[config.mk]
export PLATFORM = sky130hd
export DESIGN_NAME = histPeakTop
export DESIGN_NICKNAME = d
export VERILOG_FILES = /design/src/ctrlPkg.sv /design/src/histPkg.sv /design/src/histPeakTop.sv /design/src/peakScanner.sv /design/src/histAccumulator.sv /design/src/countRam.sv
export SDC_FILE = /design/constraint.sdc
export NUM_CORES = 1
export LEC_CHECK = 0
export BUFFER_PORTS_ARGS = -buffer_cell sky130_fd_sc_hd__buf_4
export CORE_UTILIZATION = 35
export CTS_CLUSTER_SIZE = 25
export DETAILED_ROUTE_END_ITERATION = 7
export PLACE_DENSITY = 0.45
export SLEW_MARGIN = 20
export SYNTH_ARGS = -nofsm -noshare
export SYNTH_HDL_FRONTEND = slang
export SYNTH_SLANG_ARGS = --single-unit
export TNS_END_PERCENT = 5
[constraint.sdc]
create_clock -name clk -period 8.8 [get_ports clk]
set_clock_uncertainty 0.2 [all_clocks]
set_input_delay 1.32 -clock clk [delete_from_list [all_inputs] [get_ports clk]]
set_output_delay 1.32 -clock clk [all_outputs]
set_load 0.1 [all_outputs]
[src/ctrlPkg.sv]
`default_nettype none

package ctrlPkg;

    // accumulator phases
    typedef enum logic [1:0] {
        ACC_RUN,
        ACC_DRAIN,
        ACC_SCAN
    } accState_t;

    // scanner phases
    typedef enum logic [1:0] {
        SCAN_IDLE,
        SCAN_READ,
        SCAN_REPORT
    } scanState_t;

endpackage

`default_nettype wire

[src/histPkg.sv]
`default_nettype none

package histPkg;

    // pixel array geometry
    localparam int PIXEL_NUM = 4;
    localparam int PIX_W = 2;

    // timestamp bins per pixel histogram
    localparam int BIN_NUM = 16;
    localparam int BIN_W = 4;

    // ram address is {pixel, bin}
    localparam int ADDR_W = PIX_W + BIN_W;

    // counts saturate at all ones
    localparam int COUNT_W = 8;

    // one word per pixel and bin
    localparam int RAM_DEPTH = PIXEL_NUM * BIN_NUM;

endpackage

`default_nettype wire
[src/histPeakTop.sv]
`default_nettype none

module histPeakTop
    import histPkg::*;
(
    input  wire logic               clk,
    input  wire logic               rst,
    input  wire logic               sampleValid,
    input  wire logic [PIX_W-1:0]   samplePixel,
    input  wire logic [BIN_W-1:0]   sampleBin,
    input  wire logic               frameDone,
    output logic                    acqReady,
    output logic                    peakValid,
    output logic      [PIX_W-1:0]   peakPixel,
    output logic      [BIN_W-1:0]   peakBin,
    output logic      [COUNT_W-1:0] peakCount
);

    // accumulator to scanner handover
    logic scanStart;
    logic scanDone;

    // scanner requests, routed through the accumulator
    logic [ADDR_W-1:0] scanRaddr;
    logic [ADDR_W-1:0] scanWaddr;
    logic scanWe;

    // muxed ram ports
    logic [ADDR_W-1:0] ramRaddr;
    logic [ADDR_W-1:0] ramWaddr;
    logic ramWe;
    logic [COUNT_W-1:0] ramWdata;
    logic [COUNT_W-1:0] ramRdata;

    histAccumulator acc0 (
        .clk        (clk),
        .rst        (rst),
        .sampleValid(sampleValid),
        .samplePixel(samplePixel),
        .sampleBin  (sampleBin),
        .frameDone  (frameDone),
        .acqReady   (acqReady),
        .scanStart  (scanStart),
        .scanDone   (scanDone),
        .scanRaddr  (scanRaddr),
        .scanWaddr  (scanWaddr),
        .scanWe     (scanWe),
        .ramRaddr   (ramRaddr),
        .ramWaddr   (ramWaddr),
        .ramWe      (ramWe),
        .ramWdata   (ramWdata),
        .ramRdata   (ramRdata)
    );

    countRam ram0 (
        .clk  (clk),
        .we   (ramWe),
        .waddr(ramWaddr),
        .wdata(ramWdata),
        .raddr(ramRaddr),
        .rdata(ramRdata)
    );

    peakScanner scanner0 (
        .clk      (clk),
        .rst      (rst),
        .scanStart(scanStart),
        .scanDone (scanDone),
        .scanRaddr(scanRaddr),
        .scanWaddr(scanWaddr),
        .scanWe   (scanWe),
        .ramRdata (ramRdata),
        .peakValid(peakValid),
        .peakPixel(peakPixel),
        .peakBin  (peakBin),
        .peakCount(peakCount)
    );

endmodule

`default_nettype wire

[src/peakScanner.sv]
`default_nettype none

module peakScanner
    import histPkg::*;
    import ctrlPkg::*;
(
    input  wire logic               clk,
    input  wire logic               rst,
    input  wire logic               scanStart,
    output logic                    scanDone,
    output logic      [ADDR_W-1:0]  scanRaddr,
    output logic      [ADDR_W-1:0]  scanWaddr,
    output logic                    scanWe,
    input  wire logic [COUNT_W-1:0] ramRdata,
    output logic                    peakValid,
    output logic      [PIX_W-1:0]   peakPixel,
    output logic      [BIN_W-1:0]   peakBin,
    output logic      [COUNT_W-1:0] peakCount
);

    scanState_t state;

    // read position
    logic [PIX_W-1:0] pixCnt;
    logic [BIN_W-1:0] binCnt;
    logic lastBin;
    logic lastPixel;

    // address read last cycle, its data is on ramRdata now
    logic rdValid;
    logic [ADDR_W-1:0] rdAddr;

    // running maximum of the current pixel
    logic [COUNT_W-1:0] maxCount;
    logic [BIN_W-1:0] maxBin;
    logic newMax;

    assign lastBin = (binCnt == BIN_W'(BIN_NUM - 1));
    assign lastPixel = (pixCnt == PIX_W'(PIXEL_NUM - 1));
    assign scanRaddr = {pixCnt, binCnt};

    // zero goes to the word whose data is returning
    assign scanWe = rdValid;
    assign scanWaddr = rdAddr;

    // strict compare, a tie keeps the lower bin
    assign newMax = rdValid && (ramRdata > maxCount);

    always_ff @(posedge clk) begin
        if (rst) begin
            rdValid <= 1'b0;
        end else begin
            rdValid <= (state == SCAN_READ);
        end
        rdAddr <= scanRaddr;
    end

    always_ff @(posedge clk) begin
        if (rst) begin
            state <= SCAN_IDLE;
            peakValid <= 1'b0;
            scanDone <= 1'b0;
        end else begin
            peakValid <= 1'b0;
            // done one cycle after the last pixel's report
            scanDone <= peakValid && (peakPixel == PIX_W'(PIXEL_NUM - 1));
            case (state)
                SCAN_IDLE: begin
                    if (scanStart) begin
                        state <= SCAN_READ;
                        pixCnt <= '0;
                        binCnt <= '0;
                        maxCount <= '0;
                        maxBin <= '0;
                    end
                end
                SCAN_READ: begin
                    binCnt <= binCnt + 1'b1;
                    if (newMax) begin
                        maxCount <= ramRdata;
                        maxBin <= rdAddr[BIN_W-1:0];
                    end
                    // last bin data arrives in the report cycle
                    if (lastBin) begin
                        state <= SCAN_REPORT;
                    end
                end
                SCAN_REPORT: begin
                    // fold in the last bin while reporting
                    peakValid <= 1'b1;
                    peakPixel <= pixCnt;
                    peakBin <= newMax ? rdAddr[BIN_W-1:0] : maxBin;
                    peakCount <= newMax ? ramRdata : maxCount;
                    maxCount <= '0;
                    maxBin <= '0;
                    binCnt <= '0;
                    if (lastPixel) begin
                        state <= SCAN_IDLE;
                    end else begin
                        pixCnt <= pixCnt + 1'b1;
                        state <= SCAN_READ;
                    end
                end
                default: begin
                    state <= SCAN_IDLE;
                end
            endcase
        end
    end

endmodule

`default_nettype wire

[src/histAccumulator.sv]
`default_nettype none

module histAccumulator
    import histPkg::*;
    import ctrlPkg::*;
(
    input  wire logic               clk,
    input  wire logic               rst,
    input  wire logic               sampleValid,
    input  wire logic [PIX_W-1:0]   samplePixel,
    input  wire logic [BIN_W-1:0]   sampleBin,
    input  wire logic               frameDone,
    output logic                    acqReady,
    output logic                    scanStart,
    input  wire logic               scanDone,
    input  wire logic [ADDR_W-1:0]  scanRaddr,
    input  wire logic [ADDR_W-1:0]  scanWaddr,
    input  wire logic               scanWe,
    output logic      [ADDR_W-1:0]  ramRaddr,
    output logic      [ADDR_W-1:0]  ramWaddr,
    output logic                    ramWe,
    output logic      [COUNT_W-1:0] ramWdata,
    input  wire logic [COUNT_W-1:0] ramRdata
);

    accState_t state;
    logic drainCnt;

    // stage 0 address and acceptance
    logic accept;
    logic [ADDR_W-1:0] sampleAddr;

    // stage 1, read data arrives here
    logic s1Valid;
    logic [ADDR_W-1:0] s1Addr;

    // copy of the previous write for forwarding
    logic wbValid;
    logic [ADDR_W-1:0] wbAddr;
    logic [COUNT_W-1:0] wbData;

    logic [COUNT_W-1:0] baseCount;
    logic [COUNT_W-1:0] incCount;

    // only the run phase takes samples
    assign acqReady = (state == ACC_RUN);
    assign accept = sampleValid && acqReady;
    assign sampleAddr = {samplePixel, sampleBin};

    // ram still holds the stale word if the same address was written last cycle
    assign baseCount = (wbValid && (wbAddr == s1Addr)) ? wbData : ramRdata;
    // saturating increment
    assign incCount = (baseCount == {COUNT_W{1'b1}}) ? baseCount : baseCount + 1'b1;

    // counting pipeline
    always_ff @(posedge clk) begin
        if (rst) begin
            s1Valid <= 1'b0;
            wbValid <= 1'b0;
        end else begin
            s1Valid <= accept;
            wbValid <= s1Valid;
        end
        s1Addr <= sampleAddr;
        wbAddr <= s1Addr;
        wbData <= incCount;
    end

    // acquisition control
    always_ff @(posedge clk) begin
        if (rst) begin
            state <= ACC_RUN;
            drainCnt <= 1'b0;
            scanStart <= 1'b0;
        end else begin
            scanStart <= 1'b0;
            case (state)
                ACC_RUN: begin
                    // sample in the same cycle is already accepted
                    if (frameDone) begin
                        state <= ACC_DRAIN;
                        drainCnt <= 1'b0;
                    end
                end
                ACC_DRAIN: begin
                    // two cycles lets the last write land
                    if (drainCnt) begin
                        state <= ACC_SCAN;
                        scanStart <= 1'b1;
                    end else begin
                        drainCnt <= 1'b1;
                    end
                end
                ACC_SCAN: begin
                    if (scanDone) begin
                        state <= ACC_RUN;
                    end
                end
                default: begin
                    state <= ACC_RUN;
                end
            endcase
        end
    end

    // ram port ownership
    always_comb begin
        if (state == ACC_SCAN) begin
            // scanner reads and clears behind itself
            ramRaddr = scanRaddr;
            ramWaddr = scanWaddr;
            ramWe = scanWe;
            ramWdata = '0;
        end else begin
            ramRaddr = sampleAddr;
            ramWaddr = s1Addr;
            ramWe = s1Valid;
            ramWdata = incCount;
        end
    end

endmodule

`default_nettype wire

[src/countRam.sv]
`default_nettype none

module countRam
    import histPkg::*;
(
    input  wire logic               clk,
    input  wire logic               we,
    input  wire logic [ADDR_W-1:0]  waddr,
    input  wire logic [COUNT_W-1:0] wdata,
    input  wire logic [ADDR_W-1:0]  raddr,
    output logic      [COUNT_W-1:0] rdata
);

    logic [COUNT_W-1:0] mem [RAM_DEPTH];

    // histograms start empty, scans keep them empty afterwards
    initial begin
        for (int i = 0; i < RAM_DEPTH; i++) begin
            mem[i] = '0;
        end
    end

    // write port
    always_ff @(posedge clk) begin
        if (we) begin
            mem[waddr] <= wdata;
        end
    end

    // registered read, old word on a same-cycle collision
    always_ff @(posedge clk) begin
        rdata <= mem[raddr];
    end

endmodule

`default_nettype wire

==> qor.csv, run 1 <==
metric,value,unit
wire_per_inst,24.8,um
tightest_slew,1.11,ns
ys.flop_type,edfxtp_1,
critPathKind,reg2reg,
synthCells,1709,
rsz0062_at_grt,false,
syn_to_final_growth,13.2,%
power.leakage,9.23,nW
synth_seq_area_share,69.0,%
r2r-start,acc0.state[0],
drt_wl_total,67.7,mm
synth.top_cells.by_count,"edfxtp_1, mux2i_1, nand2_1",
hold_viol_final,0,
synth.top_cell.area_share,65.4,%
finalSetupTns,0,ns
synth_top_family_by_area,multiplexers,
crit_fanout,64,
start_kind,flop,
cts_buffers,67,
antenna_left,0,
grt_pass1_vias,14400,
synth_edf_count,544,
slew_viol_final,0,
synth_xor_area_share,0.281,%
nets,1754,
cts_tree,yes,
grt_overflow,0,
root_buffer,clkbuf_16,
hold_start,acc0.s1Addr[3],
yosys.area.top_type,edfxtp_1,
cts_sinks,589,
htree_levels,3,
syn_area,25000,um^2
slowest_delay,0.92,ns
postCtsSetupBuffers,0,
total_power,6.52,mW
setup-violations-final,0,
vdd_drop_max,102,uV
hp-class,reg2reg,
grt_pass1_wl,99.6,mm
die_area,72400,um^2
yosys-top-cells-area,"edfxtp_1, mux2i_1, a211oi_1",
cap_violations,0,
synth-compound-area-share,8.27,%
n_antenna_cell,0,
avgSynthCellArea,14.6,um^2
dpl.cell_count,2605,
row_count,97,
cts_resized,0,
grt.total_usage,19.0,%
worstSkewPairLatency,0.60,ns
core,70300,um^2
viasPerCell,5.38,
status,completed,
portBuffers,25,
power_density,231,nW/um^2
cp-end-kind,flop,
initial_utilization,35.5,%
hpwl,41.7,mm
ys_types,62,
reg2reg_depth,8,
routed-via-count,14700,
worst_ep_arrival_time,5.44,ns
drive_gt1_share,14.2,%
crit_required,9.03,ns
clk_pin_slew,0.06,ns
instances_no_fill,2727,
crit_slowest_cell,a211oi_1,
r2r-end,ram0.rdata[0],
antenna_found_initial,0,
hold_buffers,0,
synth_mux_area_share,10.8,%
fill_cells,6392,
async_flop_share,0,%
min_period_over_period,59.2,%
fmax,0.192,GHz
crit_chain,nand2b_4 > buf_4 > a21o_2 > buf_4 > buf_4 > a221oi_1 > a211oi_1 > nand4_1,
drc,0,
io_pins,26,
worst_path_most_repeated_cell,buf_4,
drt_first_pass_iters,5,
synthAdderAreaFrac,0.501,%
synth.net_count,1729,
cts_max_path_buffers,3,
relSlewSlack,25.5,%
gp_congestion,0.796,
grt_max_degree,65,
die-height,269,um
synthSimpleGateAreaFrac,7.80,%
min_path_cells,0,
synth-seq-cells,589,
hold_path_end,acc0.wbAddr[3],
period_minus_slack,5.21,ns
yosysWarnings,0,
die_w,269,um
yosysMostFrequentCell,edfxtp_1,
regToRegSetupSlack,3.59,ns
drt_iter0_drc,1173,
[layout by cell type, fill, tap and decap left out, drive strengths merged, types with 6 or more instances in the layout]
cell and instances:
nand2 135, nor3 10, nand4 13, clkinv 20
edfxtp 544, mux2i 142, ha 10, nor4 33
nand3b 6, dfxtp 45, clkbuf 93, buf 59
a221oi 16, mux4 32, or3 9, mux2 49
nand2b 9, inv 78, a211oi 125, o22ai 16
nand3 14, nor2 130, a31oi 7, a2111oi 9
o311ai 8, o32ai 16, nor2b 38, a21oi 73
[per-layer routing]
metal  routed length [um]  GRT usage (%)
met5                    0              0
met1                30800           26.8
met3                 4150           3.62
met2                30900           29.2
met4                 1880           6.80
[worst max-delay path by stage]
stage	startpoint	end	cells past startpoint
detailed placement	sampleBin[0]	ram0.rdata[1]	7
global placement	sampleBin[0]	ram0.rdata[0]	7
CTS	acc0.state[0]	ram0.rdata[0]	8
floorplan	acc0.s1Addr[0]	ram0.mem[0][7]	7
global route	acc0.state[0]	ram0.rdata[0]	8
finish	acc0.state[0]	ram0.rdata[0]	8
[sequential cells by signal, indices dropped and copies added, names as in the netlist]
register,cells
acc0.s1Addr,6
acc0.wbValid,1
acc0.s1Valid,1
scanner0.scanWaddr,6
scanner0.maxBin,4
scanner0.maxCount,8
scanner0.peakCount,8
scanner0.pixCnt,2
scanner0.scanWe,1
scanner0.scanDone,1
scanner0.peakPixel,2
scanner0.binCnt,4
ram0.mem,512
acc0.state,2
acc0.drainCnt,1
scanner0.state,2
acc0.scanStart,1
ram0.rdata,8
scanner0.peakBin,4
acc0.wbAddr,6
scanner0.peakValid,1
acc0.wbData,8
[metrics by stage]
stage,hold slack (ns),util (%),area (um^2),worst slack (ns)
finish,0.179,40.2,28300,3.59
detailed placement,0.175,37.3,26200,3.54
global route,0.192,40.2,28300,3.36
global placement,0.170,37.3,26200,3.24
floorplan,0.143,-,25000,3.31
CTS,0.183,40.2,28300,3.56
[final cells by class]
class                   instances  area, um^2  area share [%]
repair buffers                 59         443            1.57
clock inverters                29         251           0.890
clock buffers                  93        1810            6.42
multi-input cells             944        7070            25.0
inverters                      73         274           0.970
well taps                     940        1180            4.16
flip-flops and latches        589       17200            61.0
[power by group]
part,switching [mW],internal [mW]
clock network,1.12,1.54
registers,0.0435,3.24
logic,0.433,0.141
[worst max-delay path, delay by kind of cell (launching register included)]
family | cells | cell delay (ns)
AOI/OAI and AO/OA | 3 | 1.41
buffers and inverters | 3 | 1.81
DFF | 1 | 0.72
and+or+nand+nor | 2 | 0.80
[logic make-up (layout without fill, tap and decap cells)]
group | Yosys count | in the layout
and+or+nand+nor | 413 | 413
DFF | 589 | 589
xor gates and xnor gates | 8 | 8
buffers and inverters | 176 | 254
adders and majority gates | 10 | 10
AOI/OAI and AO/OA | 290 | 290
muxes | 223 | 223
(Power assumes the default switching activity.)
==> run 2: changes to the inputs <==
==> constraint.sdc (replaced) <==
create_clock -name clk -period 5.2 [get_ports clk]
set_clock_uncertainty 0.2 [all_clocks]
set_input_delay 0.78 -clock clk [delete_from_list [all_inputs] [get_ports clk]]
set_output_delay 0.78 -clock clk [all_outputs]
set_load 0.1 [all_outputs]
==> qor.csv, run 2 (synthesis results as in run 1) <==
metric,value,unit
clk_pin_slew,0.06,ns
swShare,24.7,%
die_w,269,um
post-route-cell-area,28900,um^2
hp-class,in2reg,
drive_gt1_share,17.1,%
grt.total_usage,19.7,%
crit_fanout,53,
core,70300,um^2
gp_congestion,0.792,
routed-via-count,14900,
initial_utilization,35.5,%
drt_first_pass_iters,5,
p_comb_share,9.4,%
relSlewSlack,24.5,%
hpwl,42.9,mm
finalSetupTns,0,ns
critPathKind,reg2reg,
worst_ep_arrival_time,4.47,ns
total_power,11.1,mW
antenna_found_initial,2,
row_count,97,
io_pins,26,
viasPerCell,5.33,
syn_to_final_growth,15.6,%
power_switching,2.75,mW
wire_per_inst,25.0,um
setup-violations-final,0,
rsz0062_at_grt,false,
cts_buffers,69,
pre_cts_ws,0.910,ns
root_buffer,clkbuf_16,
nets,1819,
start_kind,flop,
grt_pass1_wl,103,mm
hold_ws,0.142,ns
cts_sinks,589,
drt_iter0_drc,1280,
drc,0,
cts_tree,yes,
top_register,ram0.mem,
final_cell_mix,"edfxtp_1, mux2i_1, nand2_1, nor2_1, a211oi_1",
p_seq_share,49.9,%
regArea,17200,um^2
crit_required,5.41,ns
hold_viol_final,0,
tightest_slew,1.13,ns
cap_violations,0,
multiInputGateArea,7090,um^2
portBuffers,25,
regToRegSetupSlack,0.94,ns
fin_ws,0.937,ns
dpl-instance-area,26800,um^2
drt_wl_total,69.7,mm
cts_resized,0,
die-height,269,um
vdd_drop_max,190,uV
grt_max_degree,65,
slew_viol_final,0,
power.leakage,9.60,nW
n_antenna_cell,0,
fmax,0.235,GHz
worstSkewPairLatency,0.61,ns
postCtsSetupBuffers,0,
clock_power_share,40.7,%
hold_buffers,0,
largest_reg_flops,512,
cp-end-kind,flop,
grt_pass1_vias,15000,
period_minus_slack,4.26,ns
fill_cells,6416,
grt_overflow,0,
die_area,72400,um^2
min_period_over_period,82.0,%
antenna_left,0,
htree_levels,3,
layout_commonest_cell,edfxtp_1,
cts_max_path_buffers,3,
status,completed,
power_density,385,nW/um^2
p_int,8.38,mW
==> run 2: final cells by class <==
type / count / share of cell area, %
multi-input combinational: 944 / 24.5
sequential: 589 / 59.7
clock inverter: 28 / 0.767
inverter: 73 / 0.949
timing repair buffer: 122 / 3.52
tap: 940 / 4.07
clock buffer: 96 / 6.44
==> run 2: power groups by stage <==
stage                     clock (mW)  combinational (mW)  sequential (mW)
after floorplan                    0               0.555             5.64
after global placement             0                1.06             5.65
after detailed placement           0                1.07             5.65
after CTS                       4.64                1.07             5.55
after global routing            4.81                1.13             5.56
final                           4.53                1.04             5.55
==> run 2: metrics by stage <==
| step | instances | utilization, % |
|---|---|---|
| after floorplan | 1709 | - |
| after global placement | 2668 | 38.1 |
| after detailed placement | 2668 | 38.1 |
| after CTS | 2792 | 41.1 |
| after global routing | 2792 | 41.1 |
| final | 2792 | 41.1 |
==> run 2: routing by layer <==
layer	wire length (um)	vias up	global-route usage, %
li1	-	6801	-
met1	32100	7574	27.6
met2	31900	396	30.5
met3	3670	124	3.57
met4	2070	0	7.43
met5	0	-	0
==> run 2: final timing paths <==
path                   from        endpoint  depth (start not counted)
max           acc0.state[0]   ram0.rdata[7]                          7
max reg2reg   acc0.state[0]   ram0.rdata[7]                          7
min            sampleBin[3]  acc0.s1Addr[3]                          1
min reg2reg  acc0.s1Addr[5]  acc0.wbAddr[5]                          0
==> run 2: worst max-delay path: stages (launching register included) <==
cell and delay, ns:
dfxtp_1 0.66, nand2b_4 0.54, mux2_4 0.77, buf_4 0.41, mux4_2 0.34, nor2b_1 0.14, nor4_1 0.67, nand4_1 0.24
==> run 3: changes to the inputs <==
--- a/config.mk
+++ b/config.mk
@@ -9,7 +9,7 @@
 export CORE_UTILIZATION = 35
 export CTS_CLUSTER_SIZE = 25
 export DETAILED_ROUTE_END_ITERATION = 7
-export PLACE_DENSITY = 0.45
+export PLACE_DENSITY = 0.47
 export SLEW_MARGIN = 20
 export SYNTH_ARGS = -nofsm -noshare
 export SYNTH_HDL_FRONTEND = slang
==> constraint.sdc (replaced) <==
create_clock -name clk -period 3.5 [get_ports clk]
set_clock_uncertainty 0.2 [all_clocks]
set_input_delay 0.525 -clock clk [delete_from_list [all_inputs] [get_ports clk]]
set_output_delay 0.525 -clock clk [all_outputs]
set_load 0.1 [all_outputs]
==> qor.csv, run 3 (synthesis results as in run 1) <==
metric,value,unit
power_switching,4.08,mW
crit_slowest_cell,nor4_2,
crit_chain,and3b_2 > buf_12 > a21oi_4 > buf_12 > mux4_2 > nor2b_1 > nor4_2 > nand4_1,
use_met1,26.4,%
grtUsageMet3,3.42,%
period_minus_slack,3.34,ns
slew_viol_final,0,
clk_pin_slew,0.06,ns
wire_per_inst,23.8,um
cp-end-kind,flop,
use_met2,30.4,%
hp-class,in2reg,
cap_violations,0,
final_cell_mix,"edfxtp_1, buf_4, mux2i_1, nand2_1, nor2_1",
crit_family,simple AND/OR/NAND/NOR gates,
min_path_cells,4,
swShare,24.5,%
antenna_found_initial,3,
crit_fanout,24,
routed-via-count,15100,
grt_pass1_vias,15300,
setup-violations-final,0,
relSlewSlack,26.2,%
drt_first_pass_iters,7,
min_period_over_period,95.5,%
status,completed,
top_register,ram0.mem,
grt.total_usage,19.2,%
hold_path_end,acc0.drainCnt,
postCtsSetupBuffers,0,
hpwl,43.0,mm
rsz0062_at_grt,false,
viasPerCell,5.27,
fin_ws,0.159,ns
r2r-end,ram0.rdata[3],
vdd_drop_max,287,uV
drt_iter0_drc,1230,
layout_commonest_cell,edfxtp_1,
core,70300,um^2
syn_to_final_growth,19.3,%
antenna_left,0,
r2r-start,acc0.state[1],
cts_buffers,69,
row_count,97,
drive_gt1_share,20.5,%
hold_start,frameDone,
grt_overflow,0,
fmax,0.299,GHz
worstSkewPairLatency,0.60,ns
p_seq_share,49.4,%
start_kind,flop,
initial_utilization,35.5,%
worst_path_most_repeated_cell,buf_12,
grt_pass1_wl,101,mm
path_buf_inv,2,
worst_ep_arrival_time,3.59,ns
slowest_delay,0.74,ns
p_int,12.6,mW
gp_congestion,0.788,
io_pins,26,
die_area,72400,um^2
hold_viol_final,0,
crit_required,3.74,ns
die-height,269,um
htree_levels,3,
die_w,269,um
power_density,560,nW/um^2
power.leakage,10.1,nW
fill_cells,6389,
cts_tree,yes,
regToRegSetupSlack,0.16,ns
cts_sinks,589,
reg2reg_depth,8,
tightest_slew,1.10,ns
drt_wl_total,68.2,mm
finalSetupTns,0,ns
critPathKind,reg2reg,
p_comb_share,10.1,%
nets,1899,
busiest_layer,met2,
portBuffers,25,
root_buffer,clkbuf_16,
drc,0,
cts_max_path_buffers,3,
pre_cts_ws,-0.0448,ns
grt_max_degree,65,
largest_reg_flops,512,
clock_power_share,40.5,%
run 3: cell types whose count changed in the layout (fill, tap and decap cells not counted), sizes merged:
cell and delta:
buf +73, dlygate4sd3 +7, clkbuf -4, clkinv +4, clkinvlp -4, inv -2, diode +1
run 3: per-stage QoR:
step	std cells	power, mW	cell area, um^2	hold slack (ns)	util (%)
4_1_cts	2865	16.9	29700	0.0584	42.3
3_5_place_dp	2740	10.1	27500	0.176	39.2
2_1_floorplan	1709	9.20	25000	0.143	-
3_3_place_gp	2740	10.0	27500	0.170	39.2
6_report	2867	16.7	29800	0.0817	42.4
5_1_grt	2867	17.3	29800	0.117	42.4
run 3: worst max-delay path by stage:
| stage | to | from | cells after the start |
|---|---|---|---|
| 6_report | ram0.rdata[3] | acc0.state[1] | 8 |
| 5_1_grt | ram0.rdata[3] | acc0.state[1] | 7 |
| 4_1_cts | ram0.rdata[6] | acc0.state[1] | 7 |
| 3_5_place_dp | ram0.rdata[7] | sampleBin[0] | 9 |
| 3_3_place_gp | ram0.rdata[3] | acc0.state[1] | 7 |
| 2_1_floorplan | ram0.mem[0][5] | acc0.s1Addr[0] | 7 |
run 3: final cells by class:
class / instances / area, um^2 / share of cell area (%)
clock buffer: 92 / 1860 / 6.26
multi-input combinational: 944 / 7110 / 23.9
sequential: 589 / 17200 / 57.9
timing repair buffer: 202 / 1880 / 6.30
clock inverter: 26 / 245 / 0.823
inverter: 73 / 274 / 0.920
tap: 940 / 1180 / 3.95
antenna: 1 / 2.50 / 0.00840
run 3: metal layers:
layer / up-vias / wire, um
met2: 384 / 31700
met1: 7659 / 30800
met5: - / 54
li1: 6967 / -
met3: 92 / 3680
met4: 4 / 1960
run 3: worst min-delay path, stage by stage:
cell and delay, ns:
buf_4 0.08, inv_1 0.04, o21ai_0 0.14, a21oi_1 0.06
run 3: repair_timing:
| item | CTS | global route |
|---|---|---|
| cloned | 0 | 0 |
| endpoints found under the hold margin | 13 | 0 |
| hold buffers | 7 | 0 |
| setup endpoints to repair | 2 | 4 |
| gates resized for setup | 2 | 4 |
run 3: power by group through the flow:
stage	logic, mW	clock network [mW]	registers [mW]
floorplan	0.839	0	8.36
global placement	1.66	0	8.38
detailed placement	1.69	0	8.38
CTS	1.71	6.94	8.23
global route	1.82	7.20	8.24
finish	1.68	6.75	8.23
